**src/hw/mips_ctrl_pkg.sv**
```systemverilog
package mips_ctrl_pkg;

	// Coarse ALU request from the main control
	typedef enum logic [1:0] {
		// Address and immediate arithmetic
		alu_class_add   = 2'b00,
		// Equality compare for beq
		alu_class_sub   = 2'b01,
		// Operation taken from the function field
		alu_class_funct = 2'b10
	} alu_class_t;

	// Operation seen by the ALU itself
	typedef enum logic [2:0] {
		alu_and = 3'b000,
		alu_or  = 3'b001,
		alu_add = 3'b010,
		alu_sub = 3'b110,
		alu_slt = 3'b111
	} alu_op_t;

endpackage

```
**src/hw/mips_isa_pkg.sv**
```systemverilog
package mips_isa_pkg;

	// Primary opcode in instruction bits 31:26
	typedef enum logic [5:0] {
		op_rtype = 6'h00,
		op_beq   = 6'h04,
		op_addi  = 6'h08,
		op_lw    = 6'h23,
		op_sw    = 6'h2b
	} opcode_t;

	// R-type function field in bits 5:0
	typedef enum logic [5:0] {
		fn_add = 6'h20,
		fn_sub = 6'h22,
		fn_and = 6'h24,
		fn_or  = 6'h25,
		fn_slt = 6'h2a
	} funct_t;

	typedef logic [4:0] reg_addr_t;

	// Instruction field positions
	localparam int op_msb    = 31;
	localparam int op_lsb    = 26;
	localparam int rs_msb    = 25;
	localparam int rs_lsb    = 21;
	localparam int rt_msb    = 20;
	localparam int rt_lsb    = 16;
	localparam int rd_msb    = 15;
	localparam int rd_lsb    = 11;
	localparam int imm_msb   = 15;
	localparam int imm_lsb   = 0;
	localparam int funct_msb = 5;
	localparam int funct_lsb = 0;

	// sll r0, r0, 0
	localparam logic [31:0] nop_instr = 32'h0000_0000;

endpackage
```
**src/hw/execute_stage.sv**
```systemverilog
module execute_stage #(
	parameter int data_width = 32
) (
	input  logic clk,
	input  logic reset,
	input  logic reg_write,
	input  logic mem_to_reg,
	input  logic branch,
	input  logic mem_read,
	input  logic mem_write,
	input  logic reg_dst,
	input  logic alu_src,
	input  mips_ctrl_pkg::alu_class_t alu_class,
	input  logic [data_width-1:0] pc_next,
	input  logic [data_width-1:0] rs_data,
	input  logic [data_width-1:0] rt_data,
	input  logic [data_width-1:0] imm,
	input  mips_isa_pkg::reg_addr_t rt,
	input  mips_isa_pkg::reg_addr_t rd,
	output logic [data_width-1:0] branch_target,
	output logic [data_width-1:0] alu_result,
	output logic [data_width-1:0] store_data,
	output logic zero,
	output mips_isa_pkg::reg_addr_t dest,
	output logic reg_write_out,
	output logic mem_to_reg_out,
	output logic branch_out,
	output logic mem_read_out,
	output logic mem_write_out
);

	mips_isa_pkg::funct_t funct;
	mips_ctrl_pkg::alu_op_t alu_op;
	logic funct_legal;
	logic [data_width-1:0] operand_b;
	logic [data_width-1:0] result;

	// Low immediate bits carry the function field
	assign funct = mips_isa_pkg::funct_t'(imm[mips_isa_pkg::funct_msb:mips_isa_pkg::funct_lsb]);

	// ALU control
	always_comb begin
		funct_legal = 1'b1;
		alu_op = mips_ctrl_pkg::alu_add;
		case (alu_class)
			mips_ctrl_pkg::alu_class_sub: alu_op = mips_ctrl_pkg::alu_sub;
			mips_ctrl_pkg::alu_class_funct: begin
				case (funct)
					mips_isa_pkg::fn_add: alu_op = mips_ctrl_pkg::alu_add;
					mips_isa_pkg::fn_sub: alu_op = mips_ctrl_pkg::alu_sub;
					mips_isa_pkg::fn_and: alu_op = mips_ctrl_pkg::alu_and;
					mips_isa_pkg::fn_or: alu_op = mips_ctrl_pkg::alu_or;
					mips_isa_pkg::fn_slt: alu_op = mips_ctrl_pkg::alu_slt;
					default: funct_legal = 1'b0;
				endcase
			end
			default: alu_op = mips_ctrl_pkg::alu_add;
		endcase
	end

	assign operand_b = alu_src ? imm : rt_data;

	always_comb begin
		case (alu_op)
			mips_ctrl_pkg::alu_sub: result = rs_data - operand_b;
			mips_ctrl_pkg::alu_and: result = rs_data & operand_b;
			mips_ctrl_pkg::alu_or: result = rs_data | operand_b;
			mips_ctrl_pkg::alu_slt: result = {{(data_width-1){1'b0}},
				$signed(rs_data) < $signed(operand_b)};
			default: result = rs_data + operand_b;
		endcase
	end

	////////////////////////////////////////
	// EX/MEM register
	////////////////////////////////////////

	always_ff @(posedge clk) begin
		if (reset) begin
			reg_write_out <= 1'b0;
			mem_to_reg_out <= 1'b0;
			branch_out <= 1'b0;
			mem_read_out <= 1'b0;
			mem_write_out <= 1'b0;
		end else begin
			reg_write_out <= reg_write;
			mem_to_reg_out <= mem_to_reg;
			branch_out <= branch;
			mem_read_out <= mem_read;
			mem_write_out <= mem_write;
		end
	end

	always_ff @(posedge clk) begin
		// Word offset relative to the delay-slot PC
		branch_target <= pc_next + (imm << 2);
		alu_result <= result;
		zero <= (result == '0);
		store_data <= rt_data;
		dest <= reg_dst ? rd : rt;
	end

	// Decode only lets supported R-type functions through
	a_funct_legal: assert property (
		@(posedge clk) disable iff (reset)
		(alu_class == mips_ctrl_pkg::alu_class_funct) |-> funct_legal
	);

endmodule

```
**config.mk**
```make
export PLATFORM = sky130hd
export DESIGN_NAME = execute_stage
export DESIGN_NICKNAME = d
export VERILOG_FILES = /design/src/hw/mips_ctrl_pkg.sv /design/src/hw/mips_isa_pkg.sv /design/src/hw/execute_stage.sv
export SDC_FILE = /design/constraint.sdc
export NUM_CORES = 1
export LEC_CHECK = 0
export BUFFER_PORTS_ARGS = -buffer_cell sky130_fd_sc_hd__buf_2
export CAP_MARGIN = 20
export CORE_MARGIN = 5
export CORE_UTILIZATION = 41
export DETAILED_ROUTE_END_ITERATION = 6
export PLACE_DENSITY = 0.76
export SYNTH_ARGS = -nofsm -noshare
export SYNTH_HDL_FRONTEND = slang
export SYNTH_SLANG_ARGS = --single-unit
export TNS_END_PERCENT = 5
```
**constraint.sdc**
```tcl
create_clock -name clk -period 7.53 [get_ports clk]
set_input_delay 1.506 -clock clk [delete_from_list [all_inputs] [get_ports clk]]
set_output_delay 1.506 -clock clk [all_outputs]
set_load 0.02 [all_outputs]
```
==> results of run 1 <==
[cell families after synthesis]
family	count (synthesis)	synth area share
AO/OA/AOI/OAI	333	0.247
AND/OR/NAND/NOR	302	0.168
buffers and inverters	151	0.0687
adder cells (fa/ha/maj)	141	0.194
flip-flops	107	0.232
multiplexers	44	0.0486
XOR/XNOR	43	0.0409
[synthesized netlist by cell type, types with 17 or more instances]
cell type and n:
mux2i_1 38, nand2_1 74, nor2_1 83, nand3_1 20, xnor2_1 34, a21oi_1 89
o211ai_1 25, nor3_1 25, clkbuf_1 19, dfxtp_1 107, a21o_1 17, o21ai_0 34
ha_1 138, nor2b_1 25, inv_1 105, a211oi_1 17
[path summary, 6_finish.rpt]
path / to / slack [ps]
min: branch_target[1] / 1240
max: zero / 1830
[placed cells by master (no fill, tap or decap), drive strengths merged, types with 11 or more instances in the layout]
master / count
buf: 262
ha: 138
inv: 112
dfxtp: 107
a21oi: 90
nor2: 83
nand2: 74
o21ai: 46
mux2i: 38
xnor2: 34
nor3: 25
nor2b: 25
o211ai: 25
nand3: 20
a211oi: 17
a21o: 17
o22ai: 15
o21a: 14
o21bai: 12
nand4: 11
o221ai: 11
or2: 11
[routing by layer]
layer	share of wire	wire length, um	global-route usage	vias to the layer above
met1	0.45	13200	0.294	4156
met2	0.47	13600	0.366	327
li1	-	-	-	4486
met4	0.020	568	0.0641	0
met5	0	0	0	-
met3	0.062	1810	0.0322	38
[power by group]
group | switching (mW) | leakage, nW | internal [mW]
sequential | 0.0268 | 0.902 | 0.657
combinational | 0.586 | 4.34 | 0.351
clock | 0.244 | 0.150 | 0.265
total | 0.856 | 5.39 | 1.27
[flip-flops by register name (all words and copies together) (netlist names), 5 cells and up]
| signal | count |
|---|---|
| store_data | 32 |
| alu_result | 32 |
| dest | 5 |
| branch_target | 32 |
[final cells by class]
type / instances / share of cell area
multi-input cells: 863 / 0.588
flip-flops and latches: 107 / 0.194
repair buffers: 262 / 0.121
inverters: 109 / 0.0371
well taps: 280 / 0.0318
clock buffers: 9 / 0.0204
clock inverters: 7 / 0.00750
[critical path, delay by kind of cell]
family,cells,cell delay (ps)
AO/OA/AOI/OAI,5,1440
AND/OR/NAND/NOR,5,1120
adder cells (fa/ha/maj),2,700
buffers and inverters,2,670
multiplexers,2,530
==> metrics.md, run 1 <==
| Metric | Value |
|---|---|
| Run status | `finished, final reports clean` |
| Worst path cell trace | `buf_2, mux2i_1, inv_1, ha_1, fa_1, a211oi_1, o21a_1, nor3_1, nor3_1, o31ai_1, a21oi_1, mux2i_1, a221o_1, nor4_4, nand4_1, nor4_2` |
| Syn_nets | `roughly 1,400` |
| Max Cap Violations | `0` |
| Final setup viols | `0` |
| Vias per std cell | `between 5 and 6` |
| Final worst slack | `1830 ps` |
| Initial Util | `0.420` |
| Initial antenna violation count | `0` |
| Avg Inst Size Synth | `roughly 8 um^2` |
| GPL Wtd Cong | `between 0.9 and 1` |
| Largest stage delay, worst path | `around 560 ps` |
| Final Cell Area | `0.0110 mm^2` |
| Total negative slack | `0 ps` |
| Pin count of the biggest net entering global routing | `35` |
| Min-Delay Path Depth | `1` |
| Total Wirelength | `roughly 29,000 um` |
| Min-delay src | `pc_next[1]` |
| WP data arrival | `5980 ps` |
| Slowest-stage cell, CP | `buf_2` |
| Fin nets | `1,642` |
| # hold bufs at CTS | `0` |
| Fin crit share | `0.757` |
| Placed cell count | `1,621` |
| Main area contributors after synthesis | `dfxtp_1 (23%), ha_1 (19%), a21oi_1 (4.8%), inv_1 (4.3%), mux2i_1 (4.1%)` |
| Die width | `160 um` |
| Rows | `between 50 and 60` |
| Core Util, Final | `0.502` |
| WP data required | `7810 ps` |
| Fill count | `2,141` |
| Setup crit end kind | `flip-flop` |
| First-pass GRT wire length | `46,300 um` |
| Multi-input logic area | `0.00648 mm^2` |
| Port bufs | `255` |
| Routed Antenna Nets | `0` |
| CTS tree | `done` |
| Path type of the worst min-delay path | `in2reg` |
| Clock H-tree levels | `3` |
| RSZ-0062 raised after global routing | `false` |
| Syn. warnings | `0` |
| Most used DFF post-synth | `dfxtp_1` |
| Syn Std Cell Area | `0.00921 mm^2` |
| Grt ovf | `0` |
| Synth Instances | `1,121` |
| Critical Path Start Type | `input pin` |
| Residual DRC | `0` |
| Critical path fanouts, max | `22` |
| Area leader, netlist | `dfxtp_1` |
| Clock root buffer master | `clkbuf_16` |
| CTS Sinks | `~110` |
| Fin cells | `1,637` |
| 1st-iter DRT viols | `~600` |
| Overall Power | `2.13 mW` |
| Pwr dens | `193 mW/mm^2` |
| Worst setup path start | `alu_src` |
| Die ar. | `between 0.02 and 0.03 mm^2` |
| Vias in the first global route | `9,013` |
| Post-synth cell types | `85` |
| Share of cells above drive strength 1 | `0.231` |
| Setup Fix Bufs, Post-CTS | `0` |
| First-pass DRT Iterations | `5` |
| Dpl hpwl | `roughly 23,000 um` |
| Yosys top cell area share | `0.232` |
| Routed len/inst | `17.8 um` |
| Slew margin rel. | `0.320` |
| Layout area overhead | `19.6%` |
| Post-synth EDFFs | `0` |
| Worst Max-Slew Pin Slew | `1020 ps` |
| GRT Util Overall | `0.219` |
| Max-slew violations | `0` |
| I/O Pins | `256` |
| Core area | `0.0220 mm^2` |
| Max Clk Rate | `175 MHz` |
| Antenna Cells | `0` |
| FFs w/ async S/R, synth | `0` |
| Total CTS buffers | `9` |
| Dpl cell area | `0.0107 mm^2` |
| Dpl ws | `1520 ps` |
| Maximum vdd ir drop | `between 0.1 and 0.15 mV` |
| Clk slew on worst S/H paths | `80 ps` |
| CP Class | `in2reg` |
| Hold slack final | `1240 ps` |
| Cts repair resizes | `0` |
| Fin crit period | `5700 ps` |
| Die Span Y | `roughly 160 um` |
| FF+latch area | `0.00214 mm^2` |
| Vias | `between 9,000 and 10,000` |
| Final Hold Vio Count | `0` |
| Register area share after synthesis | `0.232` |
| Max Root-Sink Buffers | `2` |
| #FFs+latches synth | `107` |
| Pleak | `about 5.4 nW` |
Power figures use the tool's default switching activity.
==> run 2, diff against run 1 <==
--- a/config.mk
+++ b/config.mk
@@ -5,12 +5,13 @@
 export SDC_FILE = /design/constraint.sdc
 export NUM_CORES = 1
 export LEC_CHECK = 0
+export ABC_AREA = 1
 export BUFFER_PORTS_ARGS = -buffer_cell sky130_fd_sc_hd__buf_2
 export CAP_MARGIN = 20
 export CORE_MARGIN = 5
 export CORE_UTILIZATION = 41
 export DETAILED_ROUTE_END_ITERATION = 6
-export PLACE_DENSITY = 0.76
+export PLACE_DENSITY = 0.75
 export SYNTH_ARGS = -nofsm -noshare
 export SYNTH_HDL_FRONTEND = slang
 export SYNTH_SLANG_ARGS = --single-unit
==> constraint.sdc (replaced) <==
create_clock -name clk -period 5.3 [get_ports clk]
set_input_delay 1.06 -clock clk [delete_from_list [all_inputs] [get_ports clk]]
set_output_delay 1.06 -clock clk [all_outputs]
set_load 0.02 [all_outputs]
==> run 2 against run 1 <==
Effect of this change: critical path depth grew 4; wire length grew 36%; die area grew 19%; highest routed layer is now met5; cell count grew 49%.
==> metrics.md, run 2 <==
| Metric | Value |
|---|---|
| Run status | `finished, final reports clean` |
| Vias per std cell | `5.09 (-7.5%)` |
| RSZ-0062 raised after global routing | `false` |
| GPL Wtd Cong | `1.02 (+7.1%)` |
| Vias in the first global route | `11,960 (+33%)` |
| Pleak | `7.72 nW (+43%)` |
| Syn_nets | `2,129 (+51%)` |
| Post-Synth Adder-Cell Area | `0.162 (-0.0322)` |
| Critical path fanouts, max | `59 (+170%)` |
| Internal power | `1.76 mW (+38%)` |
| Total CTS buffers | `9 (unchanged)` |
| Fin nets | `2,372 (+44%)` |
| Slowest-stage cell, CP | `buf_2` |
| GRT Util Overall | `0.255 (+0.0362)` |
| Pin count of the biggest net entering global routing | `60 (+71%)` |
| Overall Power | `3.21 mW (+51%)` |
| Routed len/inst | `16.3 um (-8.1%)` |
| Syn Std Cell Area | `0.0110 mm^2 (+20%)` |
| Max Clk Rate | `~230 MHz` |
| Max Root-Sink Buffers | `2 (unchanged)` |
| Area leader, netlist | `nand2_1` |
| Setup crit end kind | `flip-flop` |
| # hold bufs at CTS | `0 (unchanged)` |
| Cts repair resizes | `0 (unchanged)` |
| 1st-iter DRT viols | `911 (+47%)` |
| Port bufs | `255 (unchanged)` |
| Most used cell, CP | `nand2_1` |
| Die ar. | `0.0303 mm^2 (+19%)` |
| Pwr dens | `249 mW/mm^2 (+29%)` |
| Final setup viols | `0 (unchanged)` |
| Clock H-tree levels | `3 (unchanged)` |
| Met3 Use GR | `0.0585 (+0.0263)` |
| Die Span Y | `174 um (+8.9%)` |
| Sequential power share | `0.303 (-0.018)` |
| I/O Pins | `256 (unchanged)` |
| Synth Instances | `1,839 (+64%)` |
| WP data required | `5590 ps (-2220 ps)` |
| FFs w/ async S/R, synth | `0 (unchanged)` |
| Most used DFF post-synth | `dfxtp_1` |
| Largest registers | `alu_result: 32 flops, branch_target: 32 flops, store_data: 32 flops` |
| Synth Area in Compound Gates | `0.0949 (-0.152)` |
| Grt met2 use | `0.412 (+0.0465)` |
| Fin crit share | `0.828` |
| Commonest non-fill, non-tap cell in the layout | `nand2_1` |
| Critical Path Start Type | `input pin` |
| Initial antenna violation count | `7 (+7)` |
| CP Class | `in2reg` |
| FF+latch area | `0.00214 mm^2 (unchanged)` |
| Clk network pwr share | `0.215 (-0.024)` |
| Mux cell area share after synthesis | `0.00510 (-0.0435)` |
| Avg Inst Size Synth | `6.01 um^2 (-27%)` |
| Largest stage delay, worst path | `690 ps (+130 ps)` |
| Slew margin rel. | `0.365 (+0.0451)` |
| XOR/XNOR share of the synthesized area | `0.0301 (-0.0107)` |
| Final Hold Vio Count | `0 (unchanged)` |
| Total Wirelength | `39,700 um (+36%)` |
| Die width | `174 um (+8.9%)` |
| Layout area overhead | `16.6%` |
| Combinational family with the most area after synthesis | `simple AND/OR/NAND/NOR gates` |
| Worst Max-Slew Pin Slew | `950 ps (-66.1 ps)` |
| Residual DRC | `0 (unchanged)` |
| First-pass DRT Iterations | `5 (unchanged)` |
| Syn. warnings | `0 (unchanged)` |
| Most frequent cells in the layout | `nand2_1 (585), inv_1 (394), buf_2 (255), ha_1 (138), nand3_1 (132)` |
| Met1 Use GR | `0.338 (+0.0433)` |
| Simple-gate area share of the yosys netlist | `0.358 (+0.190)` |
| Post-synth cell types | `46 (-46%)` |
| Sw Share | `0.452 (+0.0500)` |
| #FFs+latches synth | `107 (unchanged)` |
| Register area share after synthesis | `0.194 (-0.0386)` |
| Worst path cell trace | `buf_2, o21ai_0, buf_4, ha_1, inv_1, nand2_1, nand2_1, inv_1, nand2_1, inv_1, nand3_1, nand2_1, nand4_1, nand3_1, nand3_1, nor2_1, nand2_1, nor2_1, nand2_1, nor2_1` |
| CTS tree | `done` |
| Initial Util | `0.413 (-0.00626)` |
| Post-synth EDFFs | `0 (unchanged)` |
| Max Cap Violations | `0 (unchanged)` |
| Fill count | `2,861 (+34%)` |
| Core area | `0.0267 mm^2 (+22%)` |
| Fin crit period | `~4400 ps` |
| First-pass GRT wire length | `61,900 um (+33%)` |
| CP delay by family, top | `simple AND/OR/NAND/NOR gates` |
| Maximum vdd ir drop | `0.143 mV (+28%)` |
| Grt ovf | `0 (unchanged)` |
| Count leader, synth | `nand2_1` |
| Combinational share of power | `0.483 (+0.043)` |
| Share of cells above drive strength 1 | `0.154 (-0.0763)` |
| WP data arrival | `4680 ps (-1300 ps)` |
| Commonest cells post-synth | `nand2_1 (585), inv_1 (394), ha_1 (138), nand3_1 (132), nor2_1 (126)` |
| Dpl hpwl | `33,800 um (+44%)` |
| Max-slew violations | `0 (unchanged)` |
| Clock root buffer master | `clkbuf_16` |
| Yosys top cell area share | `0.199 (-0.0337)` |
| Vias | `12,368 (+37%)` |
| Path type of the worst min-delay path | `in2reg` |
| Multi-input logic area | `0.00718 mm^2 (+11%)` |
| Bufs and invs on worst path | `5 (+3)` |
| Clk slew on worst S/H paths | `80 ps (about the same)` |
| Rows | `60 (+11%)` |
| Net switching power | `1.45 mW (+69%)` |
| CTS Sinks | `107 (unchanged)` |
| Main area contributors after synthesis | `nand2_1 (20%), dfxtp_1 (19%), ha_1 (16%), inv_1 (13%), nand3_1 (6.0%)` |
| Total negative slack | `0 ps (unchanged)` |
| Routed Antenna Nets | `0 (unchanged)` |
| GRT busiest layer | `met2` |
| Setup Fix Bufs, Post-CTS | `0 (unchanged)` |
run 2: layout make-up:
cell class              count  share of cell area
clock buffers              10              0.0178
multi-input cells        1300               0.558
diodes                      4            0.000777
flip-flops and latches    107               0.166
clock inverters             5             0.00359
repair buffers            263               0.104
inverters                 401               0.117
well taps                 341              0.0331
run 2: per-layer routing:
layer	up-vias	share of wire
li1	6142	-
met5	-	0.0014
met4	8	0.032
met3	79	0.097
met2	587	0.44
met1	5552	0.43
run 2: kinds of logic (layout without fill, tap and decap cells):
kind of cell,count (synthesis),in the layout
simple gates,929,929
buf+inv,432,679
compound gates,187,187
fa+ha+maj,141,141
flops,107,107
xor+xnor,38,38
mux,5,5
other cells,0,4
run 2: worst paths after layout:
kind | start | to | cells after the start
setup / recovery | alu_src | zero | 20
hold / removal | pc_next[1] | branch_target[1] | 1
run 2: power by group through the flow:
stage	Sequential (mW)	Clock (mW)	Combinational (mW)
5_1_grt	0.984	0.738	1.70
6_report	0.970	0.689	1.55
4_1_cts	0.972	0.705	1.52
3_5_place_dp	0.988	0	1.52
3_3_place_gp	0.989	0	1.50
2_1_floorplan	1.16	0	0.853
run 2: through the flow:
| stage | worst slack [ps] | instance area, um^2 | hold slack (ps) | util | std cells |
|---|---|---|---|---|---|
| 2_1_floorplan | 1650 | 11000 | 1090 | - | 1839 |
| 3_3_place_gp | 577 | 12600 | 1160 | 0.471 | 2412 |
| 3_5_place_dp | 560 | 12600 | 1170 | 0.471 | 2412 |
| 4_1_cts | 923 | 12900 | 781 | 0.482 | 2427 |
| 5_1_grt | 518 | 12900 | 775 | 0.482 | 2429 |
| 6_report | 909 | 12900 | 786 | 0.482 | 2431 |
==> run 3, diff against run 2 <==
==> constraint.sdc (replaced) <==
create_clock -name clk -period 4.5 [get_ports clk]
set_input_delay 0.9 -clock clk [delete_from_list [all_inputs] [get_ports clk]]
set_output_delay 0.9 -clock clk [all_outputs]
set_load 0.02 [all_outputs]
==> run 3 against run 2 <==
Effect of this change: global-route usage up 0.28 points; cell count increased by 0.37%; combinational power grew 19%; sequential share of layout area is 0.12 points lower; final area is 0.72% higher; sequential cell count unchanged; clock power grew 22%; clock-buffer cell count is the same; wire length increased by 1.6%; non-clock buffer count is 10 higher; critical path type unchanged; first-iteration DRC count decreased by 0.66%.
==> metrics.md, run 3 (same netlist as run 2, synthesis figures left out) <==
| Metric | Value |
|---|---|
| Setup crit end kind | `flip-flop` |
| Cts repair resizes | `0 (unchanged)` |
| Residual DRC | `0 (unchanged)` |
| GPL Wtd Cong | `1.00 (-1.9%)` |
| Share of cells above drive strength 1 | `0.159 (+0.00491)` |
| Largest stage delay, worst path | `530 ps (-160 ps)` |
| Die ar. | `0.0303 mm^2 (unchanged)` |
| Dpl cell area | `0.0127 mm^2 (+0.68%)` |
| # hold bufs at CTS | `0 (unchanged)` |
| Worst Max-Slew Pin Slew | `834 ps (-116 ps)` |
| Clock root buffer master | `clkbuf_16` |
| Vias per std cell | `5.04 (-0.93%)` |
| CP Class | `in2reg` |
| Port bufs | `255 (unchanged)` |
| Final setup viols | `0 (unchanged)` |
| CTS Sinks | `107 (unchanged)` |
| Run status | `finished, final reports clean` |
| Final Cell Area | `0.0130 mm^2 (+0.72%)` |
| Fin nets | `2,382 (+0.42%)` |
| Initial Util | `0.413 (unchanged)` |
| Max Root-Sink Buffers | `2 (unchanged)` |
| Max-slew violations | `0 (unchanged)` |
| Critical path fanouts, max | `26 (-56%)` |
| Pin count of the biggest net entering global routing | `40 (-33%)` |
| Vias in the first global route | `11,847 (-0.94%)` |
| Largest registers | `alu_result: 32 flops, branch_target: 32 flops, store_data: 32 flops` |
| Slew margin rel. | `0.443 (+0.0785)` |
| Fin crit period | `around 4000 ps` |
| Slowest-stage cell, CP | `o21ai_0` |
| Routed len/inst | `16.5 um (+1.2%)` |
| Hold slack final | `620 ps (-165 ps)` |
| Final Hold Vio Count | `0 (unchanged)` |
| 1st-iter DRT viols | `905 (-0.66%)` |
| Max Cap Violations | `0 (unchanged)` |
| Total Wirelength | `40,400 um (+1.6%)` |
| Fin crit share | `0.879` |
| GRT Util Overall | `0.258 (+0.00282)` |
| Clock H-tree levels | `3 (unchanged)` |
| Core area | `0.0267 mm^2 (unchanged)` |
| WP data arrival | `4270 ps (-410 ps)` |
| Commonest non-fill, non-tap cell in the layout | `nand2_1` |
| Total negative slack | `0 ps (unchanged)` |
| Vias | `12,298 (-0.57%)` |
| Most used cell, CP | `nand2_1` |
| Total CTS buffers | `9 (unchanged)` |
| Most frequent cells in the layout | `nand2_1 (585), inv_1 (394), buf_2 (255), ha_1 (138), nand3_1 (132)` |
| Max Clk Rate | `253 MHz` |
| Clk slew on worst S/H paths | `100 ps (+20 ps)` |
| Pwr dens | `295 mW/mm^2 (+18%)` |
| Worst path cell trace | `buf_2, o21ai_0, inv_1, ha_1, fa_1, nand3_1, nand3_1, nand3_1, nand3b_1, nand2_1, nand2_1, nand2_1, nand2_1, nand2_1, nand3_1, nor2_1, nand2_1, nor2_1, nand2_1, nor2_1` |
| CTS tree | `done` |
| Fill count | `2,801 (-2.1%)` |
| Grt ovf | `0 (unchanged)` |
| Die width | `174 um (unchanged)` |
| Critical Path Start Type | `input pin` |
| Setup Fix Bufs, Post-CTS | `0 (unchanged)` |
| Dpl hpwl | `34,300 um (+1.4%)` |
| First-pass DRT Iterations | `7 (+2)` |
| Rows | `60 (unchanged)` |
| Overall Power | `3.83 mW (+19%)` |
| Routed Antenna Nets | `0 (unchanged)` |
| Maximum vdd ir drop | `0.165 mV (+15%)` |
| Initial antenna violation count | `3 (-4)` |
| RSZ-0062 raised after global routing | `false` |
| I/O Pins | `256 (unchanged)` |
| Path type of the worst min-delay path | `in2reg` |
| Pleak | `7.78 nW (+0.78%)` |
| Core Util, Final | `0.485 (+0.00346)` |
| First-pass GRT wire length | `62,600 um (+1.2%)` |
| Die Span Y | `174 um (unchanged)` |
| WP data required | `4810 ps (-780 ps)` |
| Layout area overhead | `17.4%` |
## run 3: layout make-up
| class | count | area, um^2 | area share |
|---|---|---|---|
| Timing Repair Buffer | 273 | 1420 | 0.110 |
| Sequential cell | 107 | 2140 | 0.165 |
| Clock buffer | 10 | 229 | 0.0177 |
| Multi-Input combinational cell | 1300 | 7180 | 0.554 |
| Clock inverter | 6 | 58.8 | 0.00453 |
| Tap cell | 341 | 427 | 0.0329 |
| Antenna cell | 2 | 5.00 | 0.000386 |
| Inverter | 401 | 1510 | 0.116 |
## run 3: where the power goes
group          internal (mW)  leakage (nW)  switching, mW
sequential              1.10         0.902         0.0417
combinational          0.594          6.73           1.25
clock                  0.391         0.142          0.449
## run 3: path summary, 6_finish.rpt
kind	end	start	slack, ps	cells past startpoint
max	zero	alu_src	550	20
min	store_data[30]	rt_data[30]	620	1
## run 3: metrics by stage
step / cells / setup WS, ps
finish: 2440 / 546
global route: 2438 / 214
CTS: 2438 / 609
detailed placement: 2422 / 225
global placement: 2422 / 325
floorplan: 1839 / 1010
## run 3: layer usage
layer / global-route usage / up-vias / part of all wire
met3: 0.0485 / 67 / 0.081
met1: 0.350 / 5514 / 0.45
met2: 0.420 / 551 / 0.45
met4: 0.0716 / 4 / 0.024
li1: - / 6162 / -
met5: 0 / - / 0.00052
## run 3: critical path, delay by kind of cell
family          cells  cell delay (ps)
buf+inv             2              370
fa+ha+maj           2              740
simple gates       15             1700
compound gates      1              530
